[config.mk]
export PLATFORM = sky130hd
export DESIGN_NAME = corebus_rr_switch
export DESIGN_NICKNAME = d
export VERILOG_FILES = /design/src/design/corebus_pkg.sv /design/src/design/corebus_rr_switch.sv
export SDC_FILE = /design/constraint.sdc
export NUM_CORES = 1
export LEC_CHECK = 0
export BUFFER_PORTS_ARGS = -buffer_cell sky130_fd_sc_hd__clkbuf_2
export CORE_AREA = 3 3 95 97
export CTS_CLUSTER_DIAMETER = 80
export DETAILED_ROUTE_END_ITERATION = 12
export DIE_AREA = 0 0 98 100
export SETUP_SLACK_MARGIN = 0.15
export SYNTH_ARGS = -nofsm -noshare
export SYNTH_HDL_FRONTEND = slang
export SYNTH_SLANG_ARGS = --single-unit
[constraint.sdc]
create_clock -name i_clk -period 3.16 [get_ports i_clk]
set_clock_uncertainty 0.15 [all_clocks]
set_input_delay 0.316 -clock i_clk [delete_from_list [all_inputs] [get_ports i_clk]]
set_output_delay 0.316 -clock i_clk [all_outputs]
set_load 0.005 [all_outputs]
[src/design/corebus_pkg.sv]
// Shared widths, depths, command codes and payload types for the AXI to corebus memory.
// Every design file refers to these by scoped names.
`default_nettype none

package corebus_pkg;

  localparam int AXI_ID_WIDTH    = 4;
  localparam int ADDR_WIDTH      = 16;
  localparam int DATA_WIDTH      = 32;
  localparam int BYTEEN_WIDTH    = 4;
  localparam int LENGTH_WIDTH    = 5;   // Holds burst lengths 1 to 16.
  localparam int MEM_WORDS       = 256;
  localparam int CMD_FIFO_DEPTH  = 2;
  localparam int DATA_FIFO_DEPTH = 2;
  localparam int BID_FIFO_DEPTH  = 4;   // Also the limit of pending B responses.

  typedef enum logic {
    CB_READ  = 1'b0,
    CB_WRITE = 1'b1
  } corebus_command_e;

  typedef logic [AXI_ID_WIDTH-1:0] axi_id_t;

  typedef struct packed {
    corebus_command_e        cmd;
    axi_id_t                 id;
    logic [ADDR_WIDTH-1:0]   addr;    // Word aligned.
    logic [LENGTH_WIDTH-1:0] length;
  } corebus_cmd_t;

  typedef struct packed {
    logic [DATA_WIDTH-1:0]   data;
    logic [BYTEEN_WIDTH-1:0] byteen;
    logic                    last;
  } corebus_data_t;

endpackage

`default_nettype wire

[src/design/corebus_rr_switch.sv]
// Two-port corebus switch: round-robin between read and write commands, write data
// steered to the memory, read responses returned to the read port.
`default_nettype none

module corebus_rr_switch (
  input  var logic                                 i_clk,
  input  var logic                                 i_rst_n,
  // Port 0, read master.
  input  var logic                                 i_rd_cmd_valid,
  output logic                                     o_rd_cmd_accept,
  input  var corebus_pkg::corebus_cmd_t            i_rd_cmd,
  output logic                                     o_rd_resp_valid,
  input  var logic                                 i_rd_resp_accept,
  output corebus_pkg::axi_id_t                     o_rd_resp_id,
  output logic [corebus_pkg::DATA_WIDTH-1:0]       o_rd_resp_data,
  output logic                                     o_rd_resp_error,
  output logic                                     o_rd_resp_last,
  // Port 1, write master.
  input  var logic                                 i_wr_cmd_valid,
  output logic                                     o_wr_cmd_accept,
  input  var corebus_pkg::corebus_cmd_t            i_wr_cmd,
  input  var logic                                 i_wr_data_valid,
  output logic                                     o_wr_data_accept,
  input  var corebus_pkg::corebus_data_t           i_wr_data,
  // Memory side.
  output logic                                     o_cmd_valid,
  input  var logic                                 i_cmd_accept,
  output corebus_pkg::corebus_cmd_t                o_cmd,
  output logic                                     o_data_valid,
  input  var logic                                 i_data_accept,
  output corebus_pkg::corebus_data_t               o_data,
  input  var logic                                 i_resp_valid,
  output logic                                     o_resp_accept,
  input  var corebus_pkg::axi_id_t                 i_resp_id,
  input  var logic [corebus_pkg::DATA_WIDTH-1:0]   i_resp_data,
  input  var logic                                 i_resp_error,
  input  var logic                                 i_resp_last
);

  logic rr_ptr;     // Port that wins when both request.
  logic grant;      // 0 is read, 1 is write.
  logic wr_lock;    // Write owns the bus until its last data beat.
  logic cmd_done;

  always_comb begin
    if (i_rd_cmd_valid && i_wr_cmd_valid) begin
      grant = rr_ptr;
    end else begin
      grant = i_wr_cmd_valid;
    end
  end

  assign o_cmd_valid     = !wr_lock && (grant ? i_wr_cmd_valid : i_rd_cmd_valid);
  assign o_cmd           = grant ? i_wr_cmd : i_rd_cmd;
  assign o_rd_cmd_accept = !wr_lock && !grant && i_cmd_accept;
  assign o_wr_cmd_accept = !wr_lock && grant && i_cmd_accept;
  assign cmd_done        = o_cmd_valid && i_cmd_accept;

  assign o_data_valid     = i_wr_data_valid;
  assign o_data           = i_wr_data;
  assign o_wr_data_accept = i_data_accept;

  assign o_rd_resp_valid = i_resp_valid;  // Writes are posted, so every response is a read.
  assign o_resp_accept   = i_rd_resp_accept;
  assign o_rd_resp_id    = i_resp_id;
  assign o_rd_resp_data  = i_resp_data;
  assign o_rd_resp_error = i_resp_error;
  assign o_rd_resp_last  = i_resp_last;

  always_ff @(posedge i_clk or negedge i_rst_n) begin
    if (!i_rst_n) begin
      rr_ptr  <= 1'b0;
      wr_lock <= 1'b0;
    end else begin
      if (cmd_done) begin
        rr_ptr <= !grant;
      end
      if (cmd_done && grant) begin
        wr_lock <= 1'b1;
      end else if (i_wr_data_valid && i_data_accept && i_wr_data.last) begin
        wr_lock <= 1'b0;
      end
    end
  end

endmodule

`default_nettype wire

=== Yosys cells after proc, flatten, opt, wreduce, memory -nomap -nowiden ===
Index checks and enable logic that the tools add are counted.

* RAM bits: 0
* Flip-flop bits (word level): 2
* Input bits: 136
* Output and inout port bits: 108
* Latch bits: 0
* ROM bits: 0
* Memories: 0

* Order comparisons: 0
* Add/sub/neg operators: 0
* Reductions and logical operators: 13
* Shift-type cells: 0
* Equality and inequality tests: 0
* Div/mod/pow operators: 0
* Bitwise logic cells: 0
* Mux-type cells: 5
* $mul: 0

{| class="wikitable"
|+ Operators by type and width
! operator !! number
|-
| two-way mux 26 bit || 1
|-
| logical AND 1 bit || 10
|-
| two-way mux 1 bit || 4
|-
| logical NOT 1 bit || 2
|-
| nonzero test 2 bit || 1
|}

=== Longest topological paths before layout ===
Gate-level depths: netlist (run 1).

* Depth after elaboration: 7
* Gate-level depth with buffers: 4

=== Worst setup path before layout (run 1) ===
Ideal clock, no wire load.

* Kind: reg2out
* From: reg rr_ptr
* To: out o_cmd[10] in the netlist's numbering
* Arrival time: 1108 ps
* Path slack: 1586 ps
* Cell stages (with the launch flop): 5
* Path buffers: 1
* Cells stage by stage: dfrtp_1 -> nand2b_4 -> nand2_4 -> buf_6 -> mux2_4

{| class="wikitable"
|+ RTL lines
! element !! line !! RTL
|-
| from (decl) || corebus_rr_switch.sv:40 || <nowiki>logic rr_ptr;</nowiki>
|-
| from (signal assigned) || corebus_rr_switch.sv:76 || <nowiki>rr_ptr <= !grant;</nowiki>
|-
| to (decl) || corebus_rr_switch.sv:28 || <nowiki>output corebus_pkg::corebus_cmd_t o_cmd,</nowiki>
|}

==> summary.txt, run 1 <==
STA
  • Worst setup margin: 1.08 ns
  • RSZ-0062 raised after global routing: no
  • Worst hold slack: 0.261 ns
  • Worst Tran Pin Value: 0.468 ns
  • # setup viols final: 0
  • Tmin final: 2.08 ns
  • Setup_tns: 0 ns
  • Max-slew violations: 0
  • Rel. slew slack: 68.8%
  • Hold Vio Cnt, Final: 0
  • Max Fclk: 480 MHz
  • Fin crit share: 65.9%

Finish
  • Most frequent cells in the layout: 91 x clkbuf_2, 18 x mux2_4, 8 x mux2_2
  • Synth-to-Final Area Change: 2.05%
  • Fin nets: 274
  • Finished Layout Cells: 241
  • N_diodes: 0
  • Most common cell after layout, fill and taps aside: clkbuf_2
  • Util after Layout: 13.7%
  • Layout cell share with drive strength beyond 1: 89.7%

Route
  • Router iterations before antenna repair: 3
  • Vias: 762
  • DR vias/cell: 3.16
  • Routed WL per cell: 10.6 um
  • Routed Wire Length: 2550 um
  • # DRC: 0
  • Antenna viol nets, final: 0
  • Iteration-0 DRC count of the detailed router: 18

Synth
  • Synth Area in Simple Gates: 4.66%
  • Syn_nets: 258
  • Post-Synthesis Cells: 122
  • Synth Area in Adders: 0%
  • Sequential area share after synthesis: 4.55%
  • Largest family of logic cells by synthesized area: buffers and inverters
  • Mux contribution to synthesized area: 32.7%
  • Cell Area, Synth: 1100 sq um
  • Post-synthesis xor/xnor area fraction: 0%
  • Synth Area in Compound Gates: 1.82%
  • Count of different cell masters after synthesis: 14
  • Synth warn: 0
  • Syn avg cell area: 9.03 sq um
  • Synthesized flop and latch total: 2

Placement
  • Dpl cells: 237
  • Post-placement setup slack: 1.26 ns
  • RePlAce Congestion: 0.668
  • DP HPWL: 2230 um
  • PortBufs: 91

Die
  • # rows: 33
  • Starting Density: 13.4%
  • Die Ht: 100 um
  • Area of the die: 9800 sq um
  • Num ports: 244
  • Core area: 8220 sq um
  • Die W: 98 um

CTS
  • Clk buf depth: 2
  • H-Tree Depth: 1
  • Root Buffer: clkbuf_8
  • Clock Latency Late Sink: 0.21 ns
  • CTS tree: done
  • Reg clk slew, reported paths: 0.03 ns
  • Clk sinks: 2
  • CTS Buf Count: 3

Critical path
  • Setup crit end kind: output pin
  • Startpoint types: flip-flop
  • Required time worst endpoint: 2.69 ns
  • WS Path Type: reg -> out
  • Crit path max fanout: 28
  • CP arrival: 1.62 ns

Pwr
  • Max rail drop VDD: 86.4 uV
  • Pleak: 0.653 nW
  • Power Dens Cells: 351 nW/um^2

Global routing
  • Vias in the first global route: 779
  • Grt ovf: 0
  • Tot GR Track Use: 4.70%
  • Initial antenna violation count: 0
  • Global-route wire length before repair: 3640 um
  • Largest net degree at the start of global routing: 29

Outcome
  • Status: completed

Hold path
  • Hold Path Class: in -> reg

Job
  • Max cap viols: 0
[synthesized netlist by cell type]
cell type,number,area [sq um]
a21oi_1,1,5.00
buf_4,79,593
buf_6,2,22.5
dfrtp_1,2,50.1
inv_1,1,3.75
mux2_2,8,90.1
mux2_4,18,270
nand2_1,1,3.75
nand2_4,1,11.3
nand2b_1,1,6.26
nand2b_4,1,13.8
nand3_1,1,5.00
nor2_1,3,11.3
o21ai_0,3,15.0
[report_power, final]
| group | total [mW] | switching, mW | internal, mW | leakage [nW] |
|---|---|---|---|---|
| Clock | 0.0984 | 0.0181 | 0.0804 | 0.0216 |
| Sequential | 0.0447 | 0.00684 | 0.0379 | 0.0241 |
| Combinational | 0.251 | 0.0991 | 0.152 | 0.607 |
[final cells by class]
cell class	instances	area, sq um
Sequential cell	2	50.0
Tap cell	105	131
Fill cell	930	7090
Inverter	1	3.75
Timing Repair Buffer	92	465
Multi-Input combinational cell	38	432
Clock buffer	3	41.3
[stage by stage]
stage	total power, mW	area [sq um]
final	0.395	1120
after detailed placement	0.302	1070
after global placement	0.295	1070
after floorplan	0.277	1100
after CTS	0.406	1120
after global routing	0.429	1120
[critical path: stages (launching register included)]
cell	delay, ns
dfrtp_1	0.37
nand2b_4	0.16
nand2_4	0.37
mux2_2	0.39
clkbuf_2	0.11
[worst paths after layout]
path,endpoint,slack (ns),cells past startpoint,startpoint
worst max-delay path,o_cmd[2],1.08,4,rr_ptr
worst min-delay path,wr_lock,0.26,4,i_data_accept
worst max register to register,wr_lock,1.81,3,rr_ptr
worst min register to register,wr_lock,0.34,2,wr_lock
max in group asynchronous,rr_ptr,2.47,2,i_rst_n
min in group asynchronous,wr_lock,0.29,2,i_rst_n
[cells by family after synthesis]
family | after synthesis
AO/OA/AOI/OAI | 4
buffers and inverters | 82
flip-flops | 2
multiplexers | 26
AND/OR/NAND/NOR | 8
[what timing repair did]
| action | CTS | global route |
|---|---|---|
| hold buffers | 1 | 0 |
| setup buffers | 0 | 0 |
| hold endpoints to repair | 2 | 0 |
| resized for setup | 0 | 0 |
[sequential cells by signal, indices dropped and copies added (netlist names)]
register  flops
rr_ptr        1
wr_lock       1
[metal layers]
layer  part of all wire (%)  GRT usage, %  wire length [um]  vias up
met5                      0             0                 0        -
li1                       -             -                 -      344
met2                     50          7.59              1260       70
met3                     14          1.60               347       18
met4                    4.6          4.58               118        0
met1                     32          4.69               820      330
No activity file was read; power rests on OpenSTA's default activity.
==> run 2, diff against run 1 <==
--- a/config.mk
+++ b/config.mk
@@ -6,10 +6,10 @@
 export NUM_CORES = 1
 export LEC_CHECK = 0
 export BUFFER_PORTS_ARGS = -buffer_cell sky130_fd_sc_hd__clkbuf_2
-export CORE_AREA = 3 3 95 97
+export CORE_AREA = 3 3 93 95
 export CTS_CLUSTER_DIAMETER = 80
 export DETAILED_ROUTE_END_ITERATION = 12
-export DIE_AREA = 0 0 98 100
+export DIE_AREA = 0 0 96 98
 export SETUP_SLACK_MARGIN = 0.15
 export SYNTH_ARGS = -nofsm -noshare
 export SYNTH_HDL_FRONTEND = slang
==> constraint.sdc (replaced) <==
create_clock -name i_clk -period 2.15 [get_ports i_clk]
set_clock_uncertainty 0.15 [all_clocks]
set_input_delay 0.215 -clock i_clk [delete_from_list [all_inputs] [get_ports i_clk]]
set_output_delay 0.215 -clock i_clk [all_outputs]
set_load 0.005 [all_outputs]
==> summary.txt, run 2 (synthesis gave the netlist of run 1 again) <==
Route
  • Routed WL per cell: 11.7 um
  • Router iterations before antenna repair: 4
  • Vias: 738
  • DR vias/cell: 3.10
  • Routed Wire Length: 2780 um
  • Iteration-0 DRC count of the detailed router: 5
  • # DRC: 0
  • Antenna viol nets, final: 0

STA
  • Worst Tran Pin Value: 0.287 ns
  • Fin crit share: 85.4%
  • Max-slew violations: 0
  • RSZ-0062 raised after global routing: no
  • Max Fclk: 544 MHz
  • Setup_tns: 0 ns
  • Tmin final: 1.84 ns
  • Hold Vio Cnt, Final: 0
  • Rel. slew slack: 80.8%
  • # setup viols final: 0
  • Worst setup margin: 0.313 ns

Global routing
  • Vias in the first global route: 778
  • Tot GR Track Use: 5.55%
  • Grt ovf: 0
  • Global-route wire length before repair: 4020 um
  • Initial antenna violation count: 0
  • Largest net degree at the start of global routing: 29

Critical path
  • WS Path Type: reg -> out
  • R2R depth: 3
  • CP arrival: 1.47 ns
  • Crit path max fanout: 28
  • Required time worst endpoint: 1.78 ns
  • Setup crit end kind: output pin
  • Startpoint types: flip-flop

Pwr
  • Power, Total: 0.587 mW
  • Switch Pwr: 0.187 mW
  • Sw Ratio: 31.9%
  • Pleak: 0.652 nW
  • Internal power: 0.400 mW
  • Power Dens Cells: 520 nW/um^2
  • Clock share of power: 25.0%
  • Flop pwr share: 10.9%
  • Max rail drop VDD: 123 uV
  • Combinational fraction of design power: 64.1%

Die
  • Core area: 7810 sq um
  • Die W: 96 um
  • Starting Density: 14.1%
  • Die Ht: 98 um
  • # rows: 32
  • Num ports: 244
  • Area of the die: 9410 sq um

Placement
  • Post-placement setup slack: 0.372 ns
  • PortBufs: 91
  • DP HPWL: 2460 um
  • Area after DPL: 1070 sq um
  • RePlAce Congestion: 0.612

CTS
  • H-Tree Depth: 1
  • Reg clk slew, reported paths: 0.03 ns
  • Root Buffer: clkbuf_8
  • Clk buf depth: 2
  • CTS Buf Count: 3
  • Clock Latency Late Sink: 0.21 ns
  • CTS tree: done
  • Clk sinks: 2

Finish
  • Cell area after layout: 1130 sq um
  • Most common cell after layout, fill and taps aside: clkbuf_2
  • Most frequent cells in the layout: 91 x clkbuf_2, 18 x mux2_4, 8 x mux2_2
  • Fill cell count: 905
  • Fin nets: 274
  • Layout cell share with drive strength beyond 1: 89.7%
  • Biggest regs: rr_ptr: 1 flops, wr_lock: 1 flops
  • N_diodes: 0
  • Util after Layout: 14.5%
  • Synth-to-Final Area Change: 2.50%

Hold path
  • Hold depth: 4
  • Hold Path Class: in -> reg

Outcome
  • Status: completed

Job
  • Max cap viols: 0
-- run 2: path summary, 6_finish.rpt --
kind                                from       end  slack [ns]
max in group asynchronous        i_rst_n   wr_lock        1.57
setup reg to reg                  rr_ptr   wr_lock        0.94
min in group asynchronous        i_rst_n    rr_ptr        0.18
hold reg to reg                  wr_lock   wr_lock        0.35
setup / recovery                  rr_ptr  o_cmd[5]        0.31
hold / removal             i_data_accept   wr_lock        0.16
-- run 2: cell type report --
class	instances	area, sq um	area share (%)
Clock buffer	3	41.3	3.66
Inverter	1	3.75	0.333
Multi-Input combinational cell	38	440	39.0
Sequential cell	2	50.0	4.43
Tap cell	102	128	11.3
Timing Repair Buffer	92	465	41.2
-- run 2: metal layers --
metal	vias to the layer above	share of wire [%]	GRT usage (%)
met3	10	17	4.39
met2	64	48	8.60
met1	319	32	5.33
met5	-	0	0
li1	345	-	-
met4	0	2.0	2.52
-- run 2: metrics by stage --
stage | hold WS [ns] | std cells
4_1_cts | 0.164 | 238
3_3_place_gp | -0.148 | 234
6_report | 0.160 | 238
3_5_place_dp | -0.148 | 234
5_1_grt | 0.188 | 238
2_1_floorplan | -0.231 | 122
-- run 2: critical path, stage by stage, from the launching register on --
cell and delay [ns]:
dfrtp_1 0.36, nand2b_4 0.17, nand2_8 0.25, mux2_2 0.37
clkbuf_2 0.11
-- run 2: power groups by stage --
stage | Combinational, mW | Clock [mW] | Sequential [mW]
finish | 0.376 | 0.147 | 0.0639
global route | 0.412 | 0.155 | 0.0651
CTS | 0.387 | 0.152 | 0.0645
detailed placement | 0.378 | 0 | 0.0649
global placement | 0.372 | 0 | 0.0637
floorplan | 0.344 | 0 | 0.0630
-- run 2: timing repair --
action / CTS / global route
setup buffers: 0 / 0
resized for setup: 1 / 0
setup endpoints to repair: 3 / 0
hold buffers: 1 / 0
endpoints found under the hold margin: 2 / 0
==> run 3, diff against run 2 <==
--- a/config.mk
+++ b/config.mk
@@ -6,10 +6,14 @@
 export NUM_CORES = 1
 export LEC_CHECK = 0
 export BUFFER_PORTS_ARGS = -buffer_cell sky130_fd_sc_hd__clkbuf_2
-export CORE_AREA = 3 3 93 95
+export CELL_PAD_IN_SITES_DETAIL_PLACEMENT = 0
+export CELL_PAD_IN_SITES_GLOBAL_PLACEMENT = 1
+export CORE_ASPECT_RATIO = 0.5
+export CORE_MARGIN = 3
+export CORE_UTILIZATION = 13
 export CTS_CLUSTER_DIAMETER = 80
 export DETAILED_ROUTE_END_ITERATION = 12
-export DIE_AREA = 0 0 96 98
+export PLACE_DENSITY_LB_ADDON = 0.1
 export SETUP_SLACK_MARGIN = 0.15
 export SYNTH_ARGS = -nofsm -noshare
 export SYNTH_HDL_FRONTEND = slang
==> summary.txt, run 3 (synthesis gave the netlist of run 1 again) <==
Critical path
  • Worst path slowest cell: mux2_2
  • Crit path max fanout: 28
  • CP arrival: 1.51 ns
  • Startpoint types: flip-flop
  • Setup crit end kind: output pin
  • Required time worst endpoint: 1.78 ns
  • WS Path Type: reg -> out
  • Crit path max-delay family: simple AND/OR/NAND/NOR gates
  • Worst Path Buf+Inv: 1
  • CP max stage delay: 0.38 ns
  • Worst-path cell chain: nand2b_4 > nand2_8 > mux2_2 > clkbuf_2

Finish
  • Synth-to-Final Area Change: 6.70%
  • Fin nets: 274
  • Util after Layout: 14.5%
  • Layout cell share with drive strength beyond 1: 89.7%
  • Biggest regs: rr_ptr: 1 flops, wr_lock: 1 flops
  • Most common cell after layout, fill and taps aside: clkbuf_2
  • Fill cell count: 949
  • Most frequent cells in the layout: 91 x clkbuf_2, 18 x mux2_4, 8 x mux2_2
  • Cell area after layout: 1170 sq um
  • N_diodes: 0
  • Finished Layout Cells: 248

STA
  • Rel. slew slack: 81.0%
  • Fin crit share: 87.1%
  • Tmin final: 1.87 ns
  • # setup viols final: 0
  • Max Fclk: 534 MHz
  • RSZ-0062 raised after global routing: no
  • Worst Tran Pin Value: 0.285 ns
  • Worst hold slack: 0.175 ns
  • Setup_tns: 0 ns
  • Hold Vio Cnt, Final: 0
  • Max-slew violations: 0
  • Worst setup margin: 0.277 ns

Pwr
  • Max rail drop VDD: 246 uV
  • Power Dens Cells: 614 nW/um^2
  • Pleak: 0.668 nW
  • Power, Total: 0.722 mW

Die
  • Die W: 136 um
  • Area of the die: 9680 sq um
  • # rows: 23
  • Die Ht: 71.1 um
  • Starting Density: 13.6%
  • Num ports: 244
  • Core area: 8120 sq um

CTS
  • CTS tree: done
  • Post-CTS setup buffer count: 0
  • Root Buffer: clkbuf_16
  • Clk buf depth: 2
  • CTS Buf Count: 3
  • Clk sinks: 2
  • Clock Latency Late Sink: 0.22 ns
  • Reg clk slew, reported paths: 0.03 ns
  • H-Tree Depth: 1

Job
  • Max cap viols: 0

Global routing
  • Grt ovf: 0
  • Vias in the first global route: 794
  • Global-route wire length before repair: 4350 um
  • Tot GR Track Use: 5.94%
  • Initial antenna violation count: 0
  • Largest net degree at the start of global routing: 29

Route
  • DR vias/cell: 3.02
  • Routed WL per cell: 12.8 um
  • Antenna viol nets, final: 0
  • Iteration-0 DRC count of the detailed router: 13
  • # DRC: 0
  • Vias: 750
  • Routed Wire Length: 3170 um
  • Router iterations before antenna repair: 2

Placement
  • RePlAce Congestion: 0.646
  • Post-placement setup slack: 0.340 ns
  • Area after DPL: 1080 sq um
  • Dpl cells: 244
  • PortBufs: 91

Hold path
  • Hold Path Class: in -> async

Outcome
  • Status: completed
run 3: layout make-up:
cell class | instances | area (sq um) | area share, %
timing repair buffer | 92 | 465 | 39.6
multi-input combinational | 38 | 440 | 37.5
tap | 112 | 140 | 11.9
clock buffer | 3 | 75.1 | 6.39
sequential | 2 | 50.0 | 4.26
inverter | 1 | 3.75 | 0.319
run 3: path summary, 6_finish.rpt:
path	from	to	slack, ns	cells after the start
max	rr_ptr	o_cmd[5]	0.28	4
min	i_rst_n	wr_lock	0.18	2
max reg2reg	rr_ptr	wr_lock	0.95	3
min reg2reg	wr_lock	wr_lock	0.36	2
max in group asynchronous	i_rst_n	rr_ptr	1.57	2
min in group i_clk	i_data_accept	wr_lock	0.18	4
run 3: where the power goes:
| part | internal, mW | switching, mW |
|---|---|---|
| Clock | 0.237 | 0.0419 |
| Sequential | 0.0556 | 0.0116 |
| Combinational | 0.226 | 0.151 |
run 3: metal layers:
| layer | vias to the layer above | track usage, % | part of all wire, % |
|---|---|---|---|
| li1 | 344 | - | - |
| met1 | 319 | 4.68 | 27 |
| met2 | 51 | 11.8 | 59 |
| met3 | 36 | 2.34 | 8.7 |
| met4 | 0 | 4.25 | 5.4 |
| met5 | - | 0 | 0 |
run 3: repair_timing:
item,CTS,global route
hold endpoints to repair,2,0
gates resized for setup,1,0
setup endpoints to repair,8,0
hold buffers,1,0
